===== config.mk =====
export PLATFORM = sky130hd
export DESIGN_NAME = dcache_ctrl
export DESIGN_NICKNAME = d
export VERILOG_FILES = /design/src/rtl/dcache_pkg.sv /design/src/rtl/dcache_ctrl.sv
export VERILOG_INCLUDE_DIRS = /design/src /design/src/rtl
export SDC_FILE = /design/constraint.sdc
export NUM_CORES = 1
export LEC_CHECK = 0
export ABC_AREA = 1
export BUFFER_PORTS_ARGS = -buffer_cell sky130_fd_sc_hd__buf_2
export CAP_MARGIN = 40
export CORE_AREA = 2 2 251 253
export CTS_BUF_LIST = sky130_fd_sc_hd__clkbuf_16
export DETAILED_ROUTE_END_ITERATION = 12
export DIE_AREA = 0 0 253 255
export HOLD_SLACK_MARGIN = 0.03
export PLACE_DENSITY = 0.39
export SYNTH_ARGS = -nofsm -noshare
export SYNTH_HDL_FRONTEND = slang
export SYNTH_SLANG_ARGS = --single-unit

===== constraint.sdc =====
create_clock -name clk -period 9.45 [get_ports clk]
set_clock_uncertainty 0.1 [all_clocks]
set_input_delay 1.89 -clock clk [delete_from_list [all_inputs] [get_ports clk]]
set_output_delay 1.89 -clock clk [all_outputs]
set_load 0.02 [all_outputs]

===== src/rtl/dcache_consts.svh =====
// ==========================================================
// Data cache sizes, address split and memory timing
// ==========================================================
`ifndef DCACHE_CONSTS_SVH
`define DCACHE_CONSTS_SVH

// Byte address split as tag, index, offset
`define ADDR_BITS         12
`define TAG_BITS          3
`define SET_INDEX_BITS    5
`define BLOCK_OFFSET_BITS 4

// Cache organisation
`define ASSOCIATIVITY     2
`define SET_NUM           32
`define BLOCK_BYTES_NUM   16
`define BLOCK_SIZE_BITS   128

// Word geometry
`define WORD_BITS         32
`define WORDS_PER_BLOCK   4

// Backing memory, one entry per block address
`define MEM_BLOCKS        256

// Cycles from a memory strobe to mem_done
`define MEM_LATENCY       4

// Initial memory word = word address ^ key
`define MEM_INIT_KEY      32'hC0DE_5A17

`endif


===== src/rtl/dcache_pkg.sv =====
// ==========================================================
// Shared cache types: block views and controller states
// ==========================================================
`default_nettype none

`include "dcache_consts.svh"

package dcache_pkg;

    // One cache block, seen as words or as bytes
    typedef union packed {
        logic [`WORDS_PER_BLOCK-1:0][`WORD_BITS-1:0] words;
        logic [`BLOCK_BYTES_NUM-1:0][7:0]            bytes;
    } block_u;

    // Miss sequencing states
    typedef enum logic [2:0] {
        IDLE,
        LOOKUP,
        WRITEBACK,
        REFILL,
        RESPOND
    } ctrl_state_e;

endpackage

`default_nettype wire


===== src/rtl/dcache_ctrl.sv =====
// ==========================================================
// Cache controller: lookup, dirty writeback, refill, respond
// ==========================================================
`default_nettype none

`include "dcache_consts.svh"

module dcache_ctrl (
    input  logic                                 clk,
    input  logic                                 rst,
    input  logic                                 req,
    input  logic                                 we,
    input  logic [`ADDR_BITS-1:0]                addr,
    input  logic [`WORD_BITS-1:0]                wdata,
    input  logic [`WORD_BITS/8-1:0]              byte_en,
    input  logic                                 sram_hit,
    input  logic                                 victim_dirty,
    input  logic [`TAG_BITS-1:0]                 victim_tag,
    input  dcache_pkg::block_u                   sram_rdata,
    input  logic                                 mem_done,
    input  logic [`BLOCK_SIZE_BITS-1:0]          mem_rdata,
    output logic                                 ready,
    output logic                                 done,
    output logic                                 hit,
    output logic [`WORD_BITS-1:0]                rdata,
    output logic                                 lookup_en,
    output logic                                 store_we,
    output logic                                 fill_we,
    output logic [`TAG_BITS+`SET_INDEX_BITS-1:0] block_addr,
    output logic [`BLOCK_BYTES_NUM-1:0]          byte_en_blk,
    output dcache_pkg::block_u                   wdata_blk,
    output logic                                 mem_rd,
    output logic                                 mem_wr,
    output logic [`TAG_BITS+`SET_INDEX_BITS-1:0] mem_block,
    output logic [`BLOCK_SIZE_BITS-1:0]          mem_wdata
);

    localparam int WORD_SEL_BITS = $clog2(`WORDS_PER_BLOCK);
    localparam int WORD_BYTES    = `WORD_BITS / 8;

    dcache_pkg::ctrl_state_e    state;
    logic                       req_we;
    logic [`ADDR_BITS-1:0]      req_addr;
    logic [`WORD_BITS-1:0]      req_wdata;
    logic [WORD_BYTES-1:0]      req_byte_en;
    logic                       hit_r;
    logic [`WORD_BITS-1:0]      rdata_r;
    logic [WORD_SEL_BITS-1:0]   word_sel;
    logic [`SET_INDEX_BITS-1:0] req_index;
    logic                       miss;
    dcache_pkg::block_u         store_blk;
    dcache_pkg::block_u         fill_blk;

    assign word_sel   = req_addr[`BLOCK_OFFSET_BITS-1 -: WORD_SEL_BITS];
    assign req_index  = req_addr[`BLOCK_OFFSET_BITS +: `SET_INDEX_BITS];
    assign block_addr = req_addr[`ADDR_BITS-1 -: `TAG_BITS+`SET_INDEX_BITS];

    assign ready     = (state == dcache_pkg::IDLE);
    assign done      = (state == dcache_pkg::RESPOND);
    assign lookup_en = (state == dcache_pkg::LOOKUP);
    assign miss      = lookup_en && !sram_hit;
    assign store_we  = lookup_en && sram_hit && req_we;
    assign fill_we   = (state == dcache_pkg::REFILL) && mem_done;

    // Writeback first if the victim is dirty; refill follows its completion
    assign mem_wr    = miss && victim_dirty;
    assign mem_rd    = (miss && !victim_dirty) || ((state == dcache_pkg::WRITEBACK) && mem_done);
    assign mem_block = mem_wr ? {victim_tag, req_index} : block_addr;
    assign mem_wdata = sram_rdata;

    // Store word placed in its slot, enables shifted to match
    always_comb begin
        store_blk                = '0;
        store_blk.words[word_sel] = req_wdata;
    end

    assign fill_blk    = mem_rdata;
    assign wdata_blk   = fill_we ? fill_blk : store_blk;
    assign byte_en_blk = {{(`BLOCK_BYTES_NUM-WORD_BYTES){1'b0}}, req_byte_en}
                         << (word_sel * WORD_BYTES);

    assign hit   = hit_r;
    assign rdata = rdata_r;

    always_ff @(posedge clk or negedge rst) begin
        if (!rst) begin
            state <= dcache_pkg::IDLE;
            hit_r <= 1'b0;
        end else begin
            case (state)
                dcache_pkg::IDLE: begin
                    if (req) begin
                        state <= dcache_pkg::LOOKUP;
                        hit_r <= 1'b1;
                    end
                end
                dcache_pkg::LOOKUP: begin
                    if (sram_hit) begin
                        state <= dcache_pkg::RESPOND;
                    end else begin
                        // Only a first lookup can miss
                        hit_r <= 1'b0;
                        state <= victim_dirty ? dcache_pkg::WRITEBACK : dcache_pkg::REFILL;
                    end
                end
                dcache_pkg::WRITEBACK: begin
                    if (mem_done) begin
                        state <= dcache_pkg::REFILL;
                    end
                end
                dcache_pkg::REFILL: begin
                    // Stores go back through lookup to merge bytes
                    if (mem_done) begin
                        state <= req_we ? dcache_pkg::LOOKUP : dcache_pkg::RESPOND;
                    end
                end
                dcache_pkg::RESPOND: state <= dcache_pkg::IDLE;
                default:             state <= dcache_pkg::IDLE;
            endcase
        end
    end

    // Request latch and load data
    always_ff @(posedge clk) begin
        if (ready && req) begin
            req_we      <= we;
            req_addr    <= addr;
            req_wdata   <= wdata;
            req_byte_en <= byte_en;
        end
        if (lookup_en && sram_hit) begin
            rdata_r <= sram_rdata.words[word_sel];
        end else if (fill_we) begin
            rdata_r <= fill_blk.words[word_sel];
        end
    end

endmodule

`default_nettype wire


# Yosys cells after proc, flatten, opt, wreduce, memory -nomap -nowiden
# Index checks and enable logic that the tools add are counted.
[totals]
wordCells = 56
regBits = 85
[classes]
n_eq_ne = 8
mux = 20
n_bitwise = 1
reduce_logical = 17
magnitude_cmp = 2
shifts = 1
[ops]
columns = ["operator", "count"]
rows = [
  ["$mux 32", 5],
  ["$and 128x128->128", 1],
  ["$bmux 32 s2", 2],
  ["$mux 128", 1],
  ["$demux 32 s2", 1],
  ["$shl 4x4->16", 1],
  ["$mux 3", 5],
  ["$pmux 3 s4", 1],
  ["$logic_and 1x1->1", 9],
  ["$mux 8", 1],
  ["$ne 2x2->1 const B", 4],
  ["$eq 3x2->1 const B", 2],
  ["$reduce_and 3->1", 2],
  ["$reduce_bool 2->1", 2],
  ["$eq 3x1->1 const B", 1],
  ["$eq 3x3->1 const B", 1],
  ["$logic_not 3->1", 1],
  ["$lt 2x3->1 const B", 1],
  ["$mux 1", 3],
  ["$ge 2x1->1 const B", 1],
  ["$logic_not 1->1", 2],
  ["$pmux 1 s2", 1],
  ["$logic_or 1x1->1", 1],
]

# Depth between registers and ports, before layout
# Gate-level depths: netlist of run 1.
[depth]
depth_word = 6
mapped_depth = 10

# Least setup slack after synthesis of run 1
# Ideal clock, no wire load.
[synth_timing]
path_type = "input -> output"
from = "in sram_hit"
to = "out mem_block[5]"
setup_slack_ns = 4.667
stages = 5
t_required_ns = 7.460
arrival_time_ns = 2.793
path_cell_list = "inv_1 > nand3_1 > nor2_1 > nand2_1 > nand2_1"
[synth_between]
elab_chain_len = 4
[synth_rtl]
columns = ["item", "line_no", "source"]
rows = [
  ["start, declared", "dcache_ctrl.sv:16", "input logic sram_hit,"],
  ["$logic_not 1->1", "dcache_ctrl.sv:61", "assign miss = lookup_en && !sram_hit;"],
  ["$logic_and 1x1->1", "dcache_ctrl.sv:61", ""],
  ["$logic_and 1x1->1", "dcache_ctrl.sv:66", "assign mem_wr = miss && victim_dirty;"],
  ["net mem_wr", "dcache_ctrl.sv:33", "output logic mem_wr,"],
  ["$mux 8", "dcache_ctrl.sv:68", "assign mem_block = mem_wr ? {victim_tag, req_index} : block_addr;"],
  ["end, declared", "dcache_ctrl.sv:34", "output logic [`TAG_BITS+`SET_INDEX_BITS-1:0] mem_block,"],
]
# The timed path passes the listed nets, and every way through them passes these cells.

==> results by group, run 1 <==
Status
  – Status: finished, final reports clean

Timing
  – RSZ-0062 raised after global routing: no
  – Normalized max-slew margin: between 40% and 50%
  – Max-slew violation count: 0
  – Post-route setup TNS: 0 ps
  – Peak Freq: 0.1607 GHz
  – Worst Max-Slew Pin Slew: 845.7 ps
  – Final number of hold-violating endpoints: 0
  – Final clock period utilization by the worst path: between 60% and 70%
  – Final count of negative-setup-slack endpoints: 0
  – Fin crit period: about 6200 ps

Synthesis
  – Synth Instances: 1455
  – Synth Warn #: 0
  – Count leader, synth: sky130_fd_sc_hd__nand2_1
  – Cell type with the largest total area after synthesis: sky130_fd_sc_hd__nand2_1
  – Post-synthesis sequential area ratio: 29.07%
  – Share of Yosys cell area claimed by the top area cell type: 42.14%
  – Synth top area cells: sky130_fd_sc_hd__nand2_1 (42%), sky130_fd_sc_hd__edfxtp_1 (28%), sky130_fd_sc_hd__buf_4 (14%), sky130_fd_sc_hd__nand3_1 (7.7%), sky130_fd_sc_hd__buf_2 (2.6%)
  – Cell area after synthesis: roughly 8500 um2
  – Avg Cell Area, Syn: just under 6 um2
  – Number of nets in the synthesized netlist: 1769
  – Synthesized flop and latch total: 83
  – Number of unique standard cell types used by synthesis: 17
  – Leading cell types by count after synthesis: sky130_fd_sc_hd__nand2_1 (955), sky130_fd_sc_hd__buf_4 (157), sky130_fd_sc_hd__nand3_1 (131), sky130_fd_sc_hd__edfxtp_1 (79), sky130_fd_sc_hd__buf_2 (44)
  – Share of synthesized registers carrying an async set or reset: between 4 and 5%
  – Count of flip-flops with a built-in enable after synthesis: a little under 80
  – Flip-flop cell with the highest count after synthesis: sky130_fd_sc_hd__edfxtp_1

Drt
  – Final Routed Wirelength: roughly 49 mm
  – Per-cell via count in the routed design: 3.949
  – Number of remaining DRC errors: 0
  – Initial detailed-routing violation count: 637
  – Final ANT Viol Nets: 0
  – Routed WL per cell: 18.20 um
  – Initial DRT Pass Iterations: 5
  – Via count: 10670

Setup path
  – End of the worst register-to-register path: rdata[2]
  – Critical register-to-register path startpoint: state[2]
  – Reg2Reg Depth: 8
  – Slack of the worst reg-to-reg path: 6860 ps
  – CP max FO: 60
  – Required arrival time at the worst endpoint: 7460 ps
  – Element type at the critical path end: primary output
  – Critical path arrival: 4230 ps
  – Startpoint kind of the worst setup timing path: input pin
  – Classification of the worst setup path: input pin to primary output

CTS
  – Number of cells upsized or downsized after cts: 0
  – CTS tree: done
  – Number of CTS-inserted buffers: 9
  – Max H-tree Level: 3
  – Clk_lat worst skew: roughly 380 ps
  – Clock transition at the register clock pins on the worst setup and hold paths after CTS: ~70 ps
  – Clock Sink Count: a little over 80
  – Number of setup buffers added after CTS: 0
  – Root buffer cell: sky130_fd_sc_hd__clkbuf_16
  – Post-CTS Hold Fix Bufs: 0
  – Number of buffers on the longest clock path: 2

Cells and area
  – Share of layout cells above drive strength 1: between 30% and 40%
  – Synth-to-Final Area Change: 37.54%
  – Fillers: between 7000 and 8000
  – Net count, final: 2207

Die
  – Horizontal die dimension: 253 um
  – Count of boundary I/O pins: ~640
  – Total Die Area: 64520 um2
  – Initial standard-cell utilization of the core: 13.68%
  – Height of the die: 255 um
  – Core area: approximately 62000 um2
  – Standard-cell rows: between 90 and 100

Global routing
  – Number of antenna violations at the first check in global routing: 14
  – Vias in the first global route: 10140
  – Maximum number of pins on one net before global-route repair: 132
  – Global-route wire length before repair: 66.73 mm
  – Remaining Overflow, GRT: 0
  – Overall fraction of global-route tracks in use: between 10% and 20%

Place
  – HPWL Detailed: 38.23 mm
  – Quantity of I/O buffers inserted on ports: 639
  – Routability cong.: between 0.8 and 0.9

Worst hold path
  – Number of cells on the worst hold path: 2
  – Startpoint of the worst hold path: hit
  – Worst hold path type: flip-flop to flip-flop
  – Worst-case hold path end point: hit

Pwr
  – Leak pwr: about 7.0 nW
  – Power density of the placed cells: 216.9 nW/um2
  – Largest vdd supply drop: 97.78 uV
  – Total power draw: approximately 2.5 mW

Job
  – # Max-Cap Violations: 0
==> placed cells by master (no fill, tap or decap), types with 3 or more instances in the layout <==
cell                          n
sky130_fd_sc_hd__nand2_1    953
sky130_fd_sc_hd__buf_2      639
sky130_fd_sc_hd__nand3_1    131
sky130_fd_sc_hd__edfxtp_1    79
sky130_fd_sc_hd__nor2_1      21
sky130_fd_sc_hd__inv_1       20
sky130_fd_sc_hd__buf_4       13
sky130_fd_sc_hd__clkbuf_16    9
sky130_fd_sc_hd__diode_2      5
sky130_fd_sc_hd__nor2_4       5
sky130_fd_sc_hd__dfrtp_1      4
sky130_fd_sc_hd__o21ai_0      3
sky130_fd_sc_hd__buf_12       3
==> state kept, by name, indices dropped and copies added (netlist names) <==
| signal | cells |
|---|---|
| hit | 1 |
| req_addr | 10 |
| rdata | 32 |
| req_wdata | 32 |
| req_we | 1 |
| req_byte_en | 4 |
| state | 3 |
==> worst max-delay path by stage <==
stage / start / endpoint / slack [ps] / cells after the start
CTS: mem_done / wdata_blk[96] / 3150 / 7
global placement: mem_done / wdata_blk[96] / 3160 / 7
global route: mem_done / wdata_blk[96] / 2980 / 7
finish: mem_done / wdata_blk[96] / 3230 / 7
detailed placement: mem_done / wdata_blk[96] / 3150 / 7
floorplan: sram_hit / mem_block[5] / 4670 / 5
==> routing by layer <==
layer | wire length, um | track usage [%] | up-vias
li1 | - | - | 5235
met1 | 20880 | 17.71 | 4848
met2 | 23060 | 23.94 | 508
met3 | 3354 | 3.295 | 77
met4 | 1879 | 6.560 | 2
met5 | 7 | 0 | -
==> area by class of cell <==
class / instances / area (um2) / area share, %
diodes: 5 / 12.51 / 0.1070
clock buffers: 9 / 225.2 / 1.925
clock inverters: 7 / 61.31 / 0.5241
inverters: 23 / 92.59 / 0.7914
multi-input cells: 1119 / 4424 / 37.82
flip-flops and latches: 83 / 2472 / 21.13
well taps: 799 / 999.7 / 8.545
repair buffers: 657 / 3411 / 29.16
==> kinds of logic (layout without fill, tap and decap cells) <==
logic type	count (synthesis)	count (layout)	share of synthesized area (%)
compound gates	5	5	0.3089
buf+inv	253	696	19.36
flops	83	83	29.07
other cells	0	5	0
simple gates	1114	1114	51.27
==> stage by stage <==
step                hold WS [ps]  cell area [um2]  util, %  instances  worst slack (ps)
floorplan                  406.3             8506        -       1455              4667
CTS                        407.8            11690    18.80       2697              3147
global placement           386.7            11300    18.19       2677              3156
global route               439.4            11700    18.82       2702              2979
detailed placement         385.9            11400    18.34       2681              3152
finish                     405.6            11700    18.82       2702              3227
==> power breakdown <==
part	internal [mW]	switching [mW]
registers	0.548	0.0615
clock network	0.202	0.191
logic	0.423	1.11
total	1.17	1.36
==> worst max-delay path, stage by stage <==
cell,delay (ps)
sky130_fd_sc_hd__buf_2,110
sky130_fd_sc_hd__nand2_4,390
sky130_fd_sc_hd__inv_4,750
sky130_fd_sc_hd__buf_4,580
sky130_fd_sc_hd__nand2_1,100
sky130_fd_sc_hd__nand2_1,130
sky130_fd_sc_hd__buf_2,190
(Power assumes the default switching activity.)
==> inputs of run 2 (changes only) <==
- clock period: 9.45 -> 6.4 ns (I/O delays scaled with it)
==> run 2 against run 1 <==
Against the previous run: die area did not move; final cell count about the same; first-iteration DRC count rose by 2.8%; flip-flop and latch count did not move; largest cell class unchanged.
==> results by group, run 2 (synthesis gave the netlist of run 1 again) <==
Global routing
  – Maximum number of pins on one net before global-route repair: 84
  – Number of antenna violations at the first check in global routing: 12
  – Vias in the first global route: 10160
  – Overall fraction of global-route tracks in use: 14.57%
  – Global-route wire length before repair: 67.80 mm
  – Remaining Overflow, GRT: 0

Timing
  – Peak Freq: 0.2178 GHz
  – Final count of negative-setup-slack endpoints: 0
  – Post-route setup TNS: 0 ps
  – Worst Max-Slew Pin Slew: 900.1 ps
  – Normalized max-slew margin: 39.99%
  – RSZ-0062 raised after global routing: no
  – Final clock period utilization by the worst path: 71.74%
  – Final number of hold-violating endpoints: 0
  – Max-slew violation count: 0
  – Fin crit period: 4592 ps

CTS
  – Root buffer cell: sky130_fd_sc_hd__clkbuf_16
  – Clk_lat worst skew: 380 ps
  – Number of CTS-inserted buffers: 9
  – Number of setup buffers added after CTS: 0
  – Clock Sink Count: 83
  – Post-CTS Hold Fix Bufs: 0
  – Max H-tree Level: 3
  – Number of cells upsized or downsized after cts: 0
  – CTS tree: done
  – Clock transition at the register clock pins on the worst setup and hold paths after CTS: 70 ps
  – Number of buffers on the longest clock path: 2

Cells and area
  – Commonest non-fill, non-tap cell in the layout: sky130_fd_sc_hd__nand2_1
  – Cell Count, Final, Fillers Out: 2703
  – Highest-count cells in the layout ignoring fill and taps: sky130_fd_sc_hd__nand2_1 (953), sky130_fd_sc_hd__buf_2 (639), sky130_fd_sc_hd__nand3_1 (131)
  – Net count, final: around 2200
  – Synth-to-Final Area Change: 38.39%
  – Share of layout cells above drive strength 1: 36.07%

Pwr
  – Leak pwr: 7.042 nW
  – Power density of the placed cells: about 320 nW/um2
  – Largest vdd supply drop: 126.1 uV

Drt
  – Routed WL per cell: about 18 um
  – Per-cell via count in the routed design: 3.985
  – Final ANT Viol Nets: 0
  – Via count: 10770
  – Initial DRT Pass Iterations: 5
  – Initial detailed-routing violation count: 655
  – Final Routed Wirelength: 49.65 mm
  – Number of remaining DRC errors: 0

Place
  – Quantity of I/O buffers inserted on ports: 639
  – Cell count after placement: 2682
  – HPWL Detailed: 38.82 mm
  – Routability cong.: 0.8819

Die
  – Core area: 62160 um2
  – Count of boundary I/O pins: 642
  – Total Die Area: around 65000 um2
  – Height of the die: 255 um
  – Horizontal die dimension: 253 um
  – Initial standard-cell utilization of the core: between 10% and 20%
  – Standard-cell rows: just over 90

Setup path
  – Classification of the worst setup path: input pin to primary output
  – CP max FO: 73
  – Critical path arrival: 3210 ps
  – Element type at the critical path end: primary output
  – Required arrival time at the worst endpoint: between 5000 and 6000 ps
  – Critical register-to-register path startpoint: state[2]
  – Launch point of the critical path: mem_done
  – Startpoint kind of the worst setup timing path: input pin

Worst hold path
  – Startpoint of the worst hold path: hit
  – Worst hold path type: flip-flop to flip-flop

Status
  – Status: finished, final reports clean

Job
  – # Max-Cap Violations: 0
## run 2: worst max-delay path: stages
cell,delay [ps]
sky130_fd_sc_hd__buf_2,120
sky130_fd_sc_hd__nand2_4,250
sky130_fd_sc_hd__inv_4,650
sky130_fd_sc_hd__buf_12,350
sky130_fd_sc_hd__nand2_1,100
sky130_fd_sc_hd__nand2_1,150
sky130_fd_sc_hd__buf_2,190
## run 2: report_power, final
| part | switching, mW | leakage, nW | internal, mW |
|---|---|---|---|
| Clock | 0.279 | 0.152 | 0.339 |
| Combinational | 1.65 | 6.10 | 0.648 |
| Sequential | 0.0964 | 0.786 | 0.808 |
| Total | 2.03 | 7.04 | 1.80 |
## run 2: final timing paths
check | endpoint | slack (ps) | cells past startpoint
worst max-delay path | wdata_blk[111] | 1810 | 7
worst min-delay path | hit | 410 | 2
worst max register to register | rdata[16] | 3610 | 8
worst min register to register | hit | 410 | 2
max in group asynchronous | state[0] | 5460 | 1
min in group asynchronous | hit | 610 | 1
## run 2: area by class of cell
cell class                      count  area [um2]
Multi-Input combinational cell   1119        4424
Antenna cell                        5       12.51
Clock buffer                        9       225.2
Timing Repair Buffer              658        3458
Sequential cell                    83        2472
Clock inverter                      7       86.33
Fill cell                        7340       50390
Inverter                           23       92.59
Tap cell                          799       999.7
## run 2: metal layers
| layer | global-route usage [%] | vias to the layer above | routed length, um |
|---|---|---|---|
| li1 | - | 5236 | - |
| met1 | 17.86 | 4914 | 20930 |
| met2 | 24.46 | 550 | 23470 |
| met3 | 3.356 | 70 | 3472 |
| met4 | 6.205 | 2 | 1763 |
| met5 | 0 | - | 7 |
## run 2: metrics by stage
stage	hold WS, ps	power [mW]	area [um2]	utilization (%)	setup slack, ps
after floorplan	406.3	2.327	8506	-	2532
after global placement	385.9	3.208	11300	18.17	1813
after detailed placement	387.7	3.273	11450	18.42	1776
after CTS	410.8	3.927	11760	18.92	1773
after global routing	450.6	4.130	11770	18.94	1675
final	407.7	3.823	11770	18.94	1808
==> inputs of run 3 (changes only) <==
- clock period: 6.4 -> 4.7 ns (I/O delays scaled with it)
==> run 3 against run 2 <==
Against the previous run: first-iteration DRC count shrank 6.6%; critical path depth rose by 1; sequential share of layout area about the same; core utilization about the same; wire length fell by 1.0%; critical path type is now flip-flop to primary output; largest power group unchanged; highest routed layer unchanged.
==> results by group, run 3 (synthesis gave the netlist of run 1 again) <==
CTS
  – Number of cells upsized or downsized after cts: 0
  – Clock Sink Count: 83
  – CTS tree: done
  – Clk_lat worst skew: 400 ps
  – Root buffer cell: sky130_fd_sc_hd__clkbuf_16
  – Post-CTS Hold Fix Bufs: 0
  – Number of buffers on the longest clock path: 2
  – Clock transition at the register clock pins on the worst setup and hold paths after CTS: about 90 ps
  – Number of CTS-inserted buffers: 9
  – Number of setup buffers added after CTS: 0
  – Max H-tree Level: 3

Timing
  – Post-route setup TNS: 0 ps
  – Fin crit period: 3830 ps
  – Peak Freq: 0.2611 GHz
  – PnR worst setup slack: 870.5 ps
  – Final clock period utilization by the worst path: 81.48%
  – Final count of negative-setup-slack endpoints: 0
  – Max-slew violation count: 0
  – Final number of hold-violating endpoints: 0
  – Normalized max-slew margin: a little under half
  – RSZ-0062 raised after global routing: no
  – Worst Max-Slew Pin Slew: approximately 810 ps

Drt
  – Per-cell via count in the routed design: 3.952
  – Number of remaining DRC errors: 0
  – Via count: 10690
  – Initial DRT Pass Iterations: 5
  – Routed WL per cell: 18.17 um
  – Initial detailed-routing violation count: 612
  – Final ANT Viol Nets: 0
  – Final Routed Wirelength: a little under 50 mm

Setup path
  – Critical path arrival: roughly 2800 ps
  – CP max FO: 37
  – Classification of the worst setup path: flip-flop to primary output
  – Element type at the critical path end: primary output
  – Startpoint kind of the worst setup timing path: flip-flop
  – Required arrival time at the worst endpoint: 3660 ps

Cells and area
  – FF+latch area: 2472 um2
  – Cell Count, Final, Fillers Out: roughly 2700
  – Fillers: ~7400
  – Highest-count cells in the layout ignoring fill and taps: sky130_fd_sc_hd__nand2_1 (953), sky130_fd_sc_hd__buf_2 (639), sky130_fd_sc_hd__nand3_1 (131)
  – Share of layout cells above drive strength 1: 36.19%
  – Area taken by multi-input logic gates: 4424 um2
  – Synth-to-Final Area Change: 38.14%
  – Net count, final: about 2200
  – Commonest non-fill, non-tap cell in the layout: sky130_fd_sc_hd__nand2_1

Global routing
  – Maximum number of pins on one net before global-route repair: 95
  – Overall fraction of global-route tracks in use: ~14%
  – Remaining Overflow, GRT: 0
  – Number of antenna violations at the first check in global routing: 10
  – Global-route wire length before repair: approximately 67 mm
  – Vias in the first global route: 10070

Die
  – Core area: 62160 um2
  – Standard-cell rows: 92
  – Total Die Area: 64520 um2
  – Initial standard-cell utilization of the core: 13.68%
  – Height of the die: 255 um
  – Horizontal die dimension: 253 um
  – Count of boundary I/O pins: ~640

Worst hold path
  – Worst hold path type: input pin to asynchronous set/reset pin

Place
  – Routability cong.: roughly 0.86
  – Cell count after placement: 2684
  – HPWL Detailed: 38.99 mm
  – Quantity of I/O buffers inserted on ports: 639
  – Setup slack after placement: 955.2 ps

Pwr
  – Leak pwr: 7.038 nW
  – Largest vdd supply drop: around 170 uV
  – Total power draw: 5.186 mW
  – Power density of the placed cells: 441.3 nW/um2

Status
  – Status: finished, final reports clean

Job
  – # Max-Cap Violations: 0
==> run 3: area by class of cell <==
| type | count | area share (%) |
|---|---|---|
| Multi-Input combinational cell | 1119 | 37.65 |
| Antenna cell | 5 | 0.1065 |
| Tap cell | 799 | 8.508 |
| Sequential cell | 83 | 21.04 |
| Clock inverter | 7 | 0.7880 |
| Inverter | 23 | 0.7880 |
| Timing Repair Buffer | 660 | 29.20 |
| Clock buffer | 9 | 1.917 |
==> run 3: path summary, 6_finish.rpt <==
check	slack [ps]	endpoint	start	depth (start not counted)
max	870	wdata_blk[51]	state[0]	8
min	230	state[0]	rst	1
max reg2reg	1940	rdata[10]	req_addr[2]	8
min reg2reg	410	hit	hit	2
max in group asynchronous	4120	state[1]	rst	1
min in group clk	410	hit	hit	2
==> run 3: stage by stage <==
stage               hold slack [ps]  utilization, %  area (um2)
floorplan                     406.3               -        8506
global placement              386.2           18.28       11360
detailed placement            393.0           18.37       11420
CTS                           203.9           18.88       11740
global route                  212.1           18.90       11750
finish                        234.2           18.90       11750
==> run 3: per-layer routing <==
layer	wire, um	share of wire [%]	GRT usage (%)
met1	20950	43	17.84
met2	23370	48	24.25
met3	3272	6.7	3.224
met4	1541	3.1	5.748
met5	13	0.026	0
==> run 3: worst max-delay path, stage by stage (launching register included) <==
cell and delay (ps):
sky130_fd_sc_hd__dfrtp_1 430, sky130_fd_sc_hd__nand2_1 90, sky130_fd_sc_hd__nor2_2 190, sky130_fd_sc_hd__nand2_4 380, sky130_fd_sc_hd__inv_4 490, sky130_fd_sc_hd__buf_4 400
sky130_fd_sc_hd__nand2_1 120, sky130_fd_sc_hd__nand2_1 80, sky130_fd_sc_hd__buf_2 160
==> run 3: report_power, final <==
part	switching [mW]	total (mW)	internal, mW
logic	2.23	3.08	0.856
registers	0.134	1.24	1.10
clock network	0.401	0.868	0.467
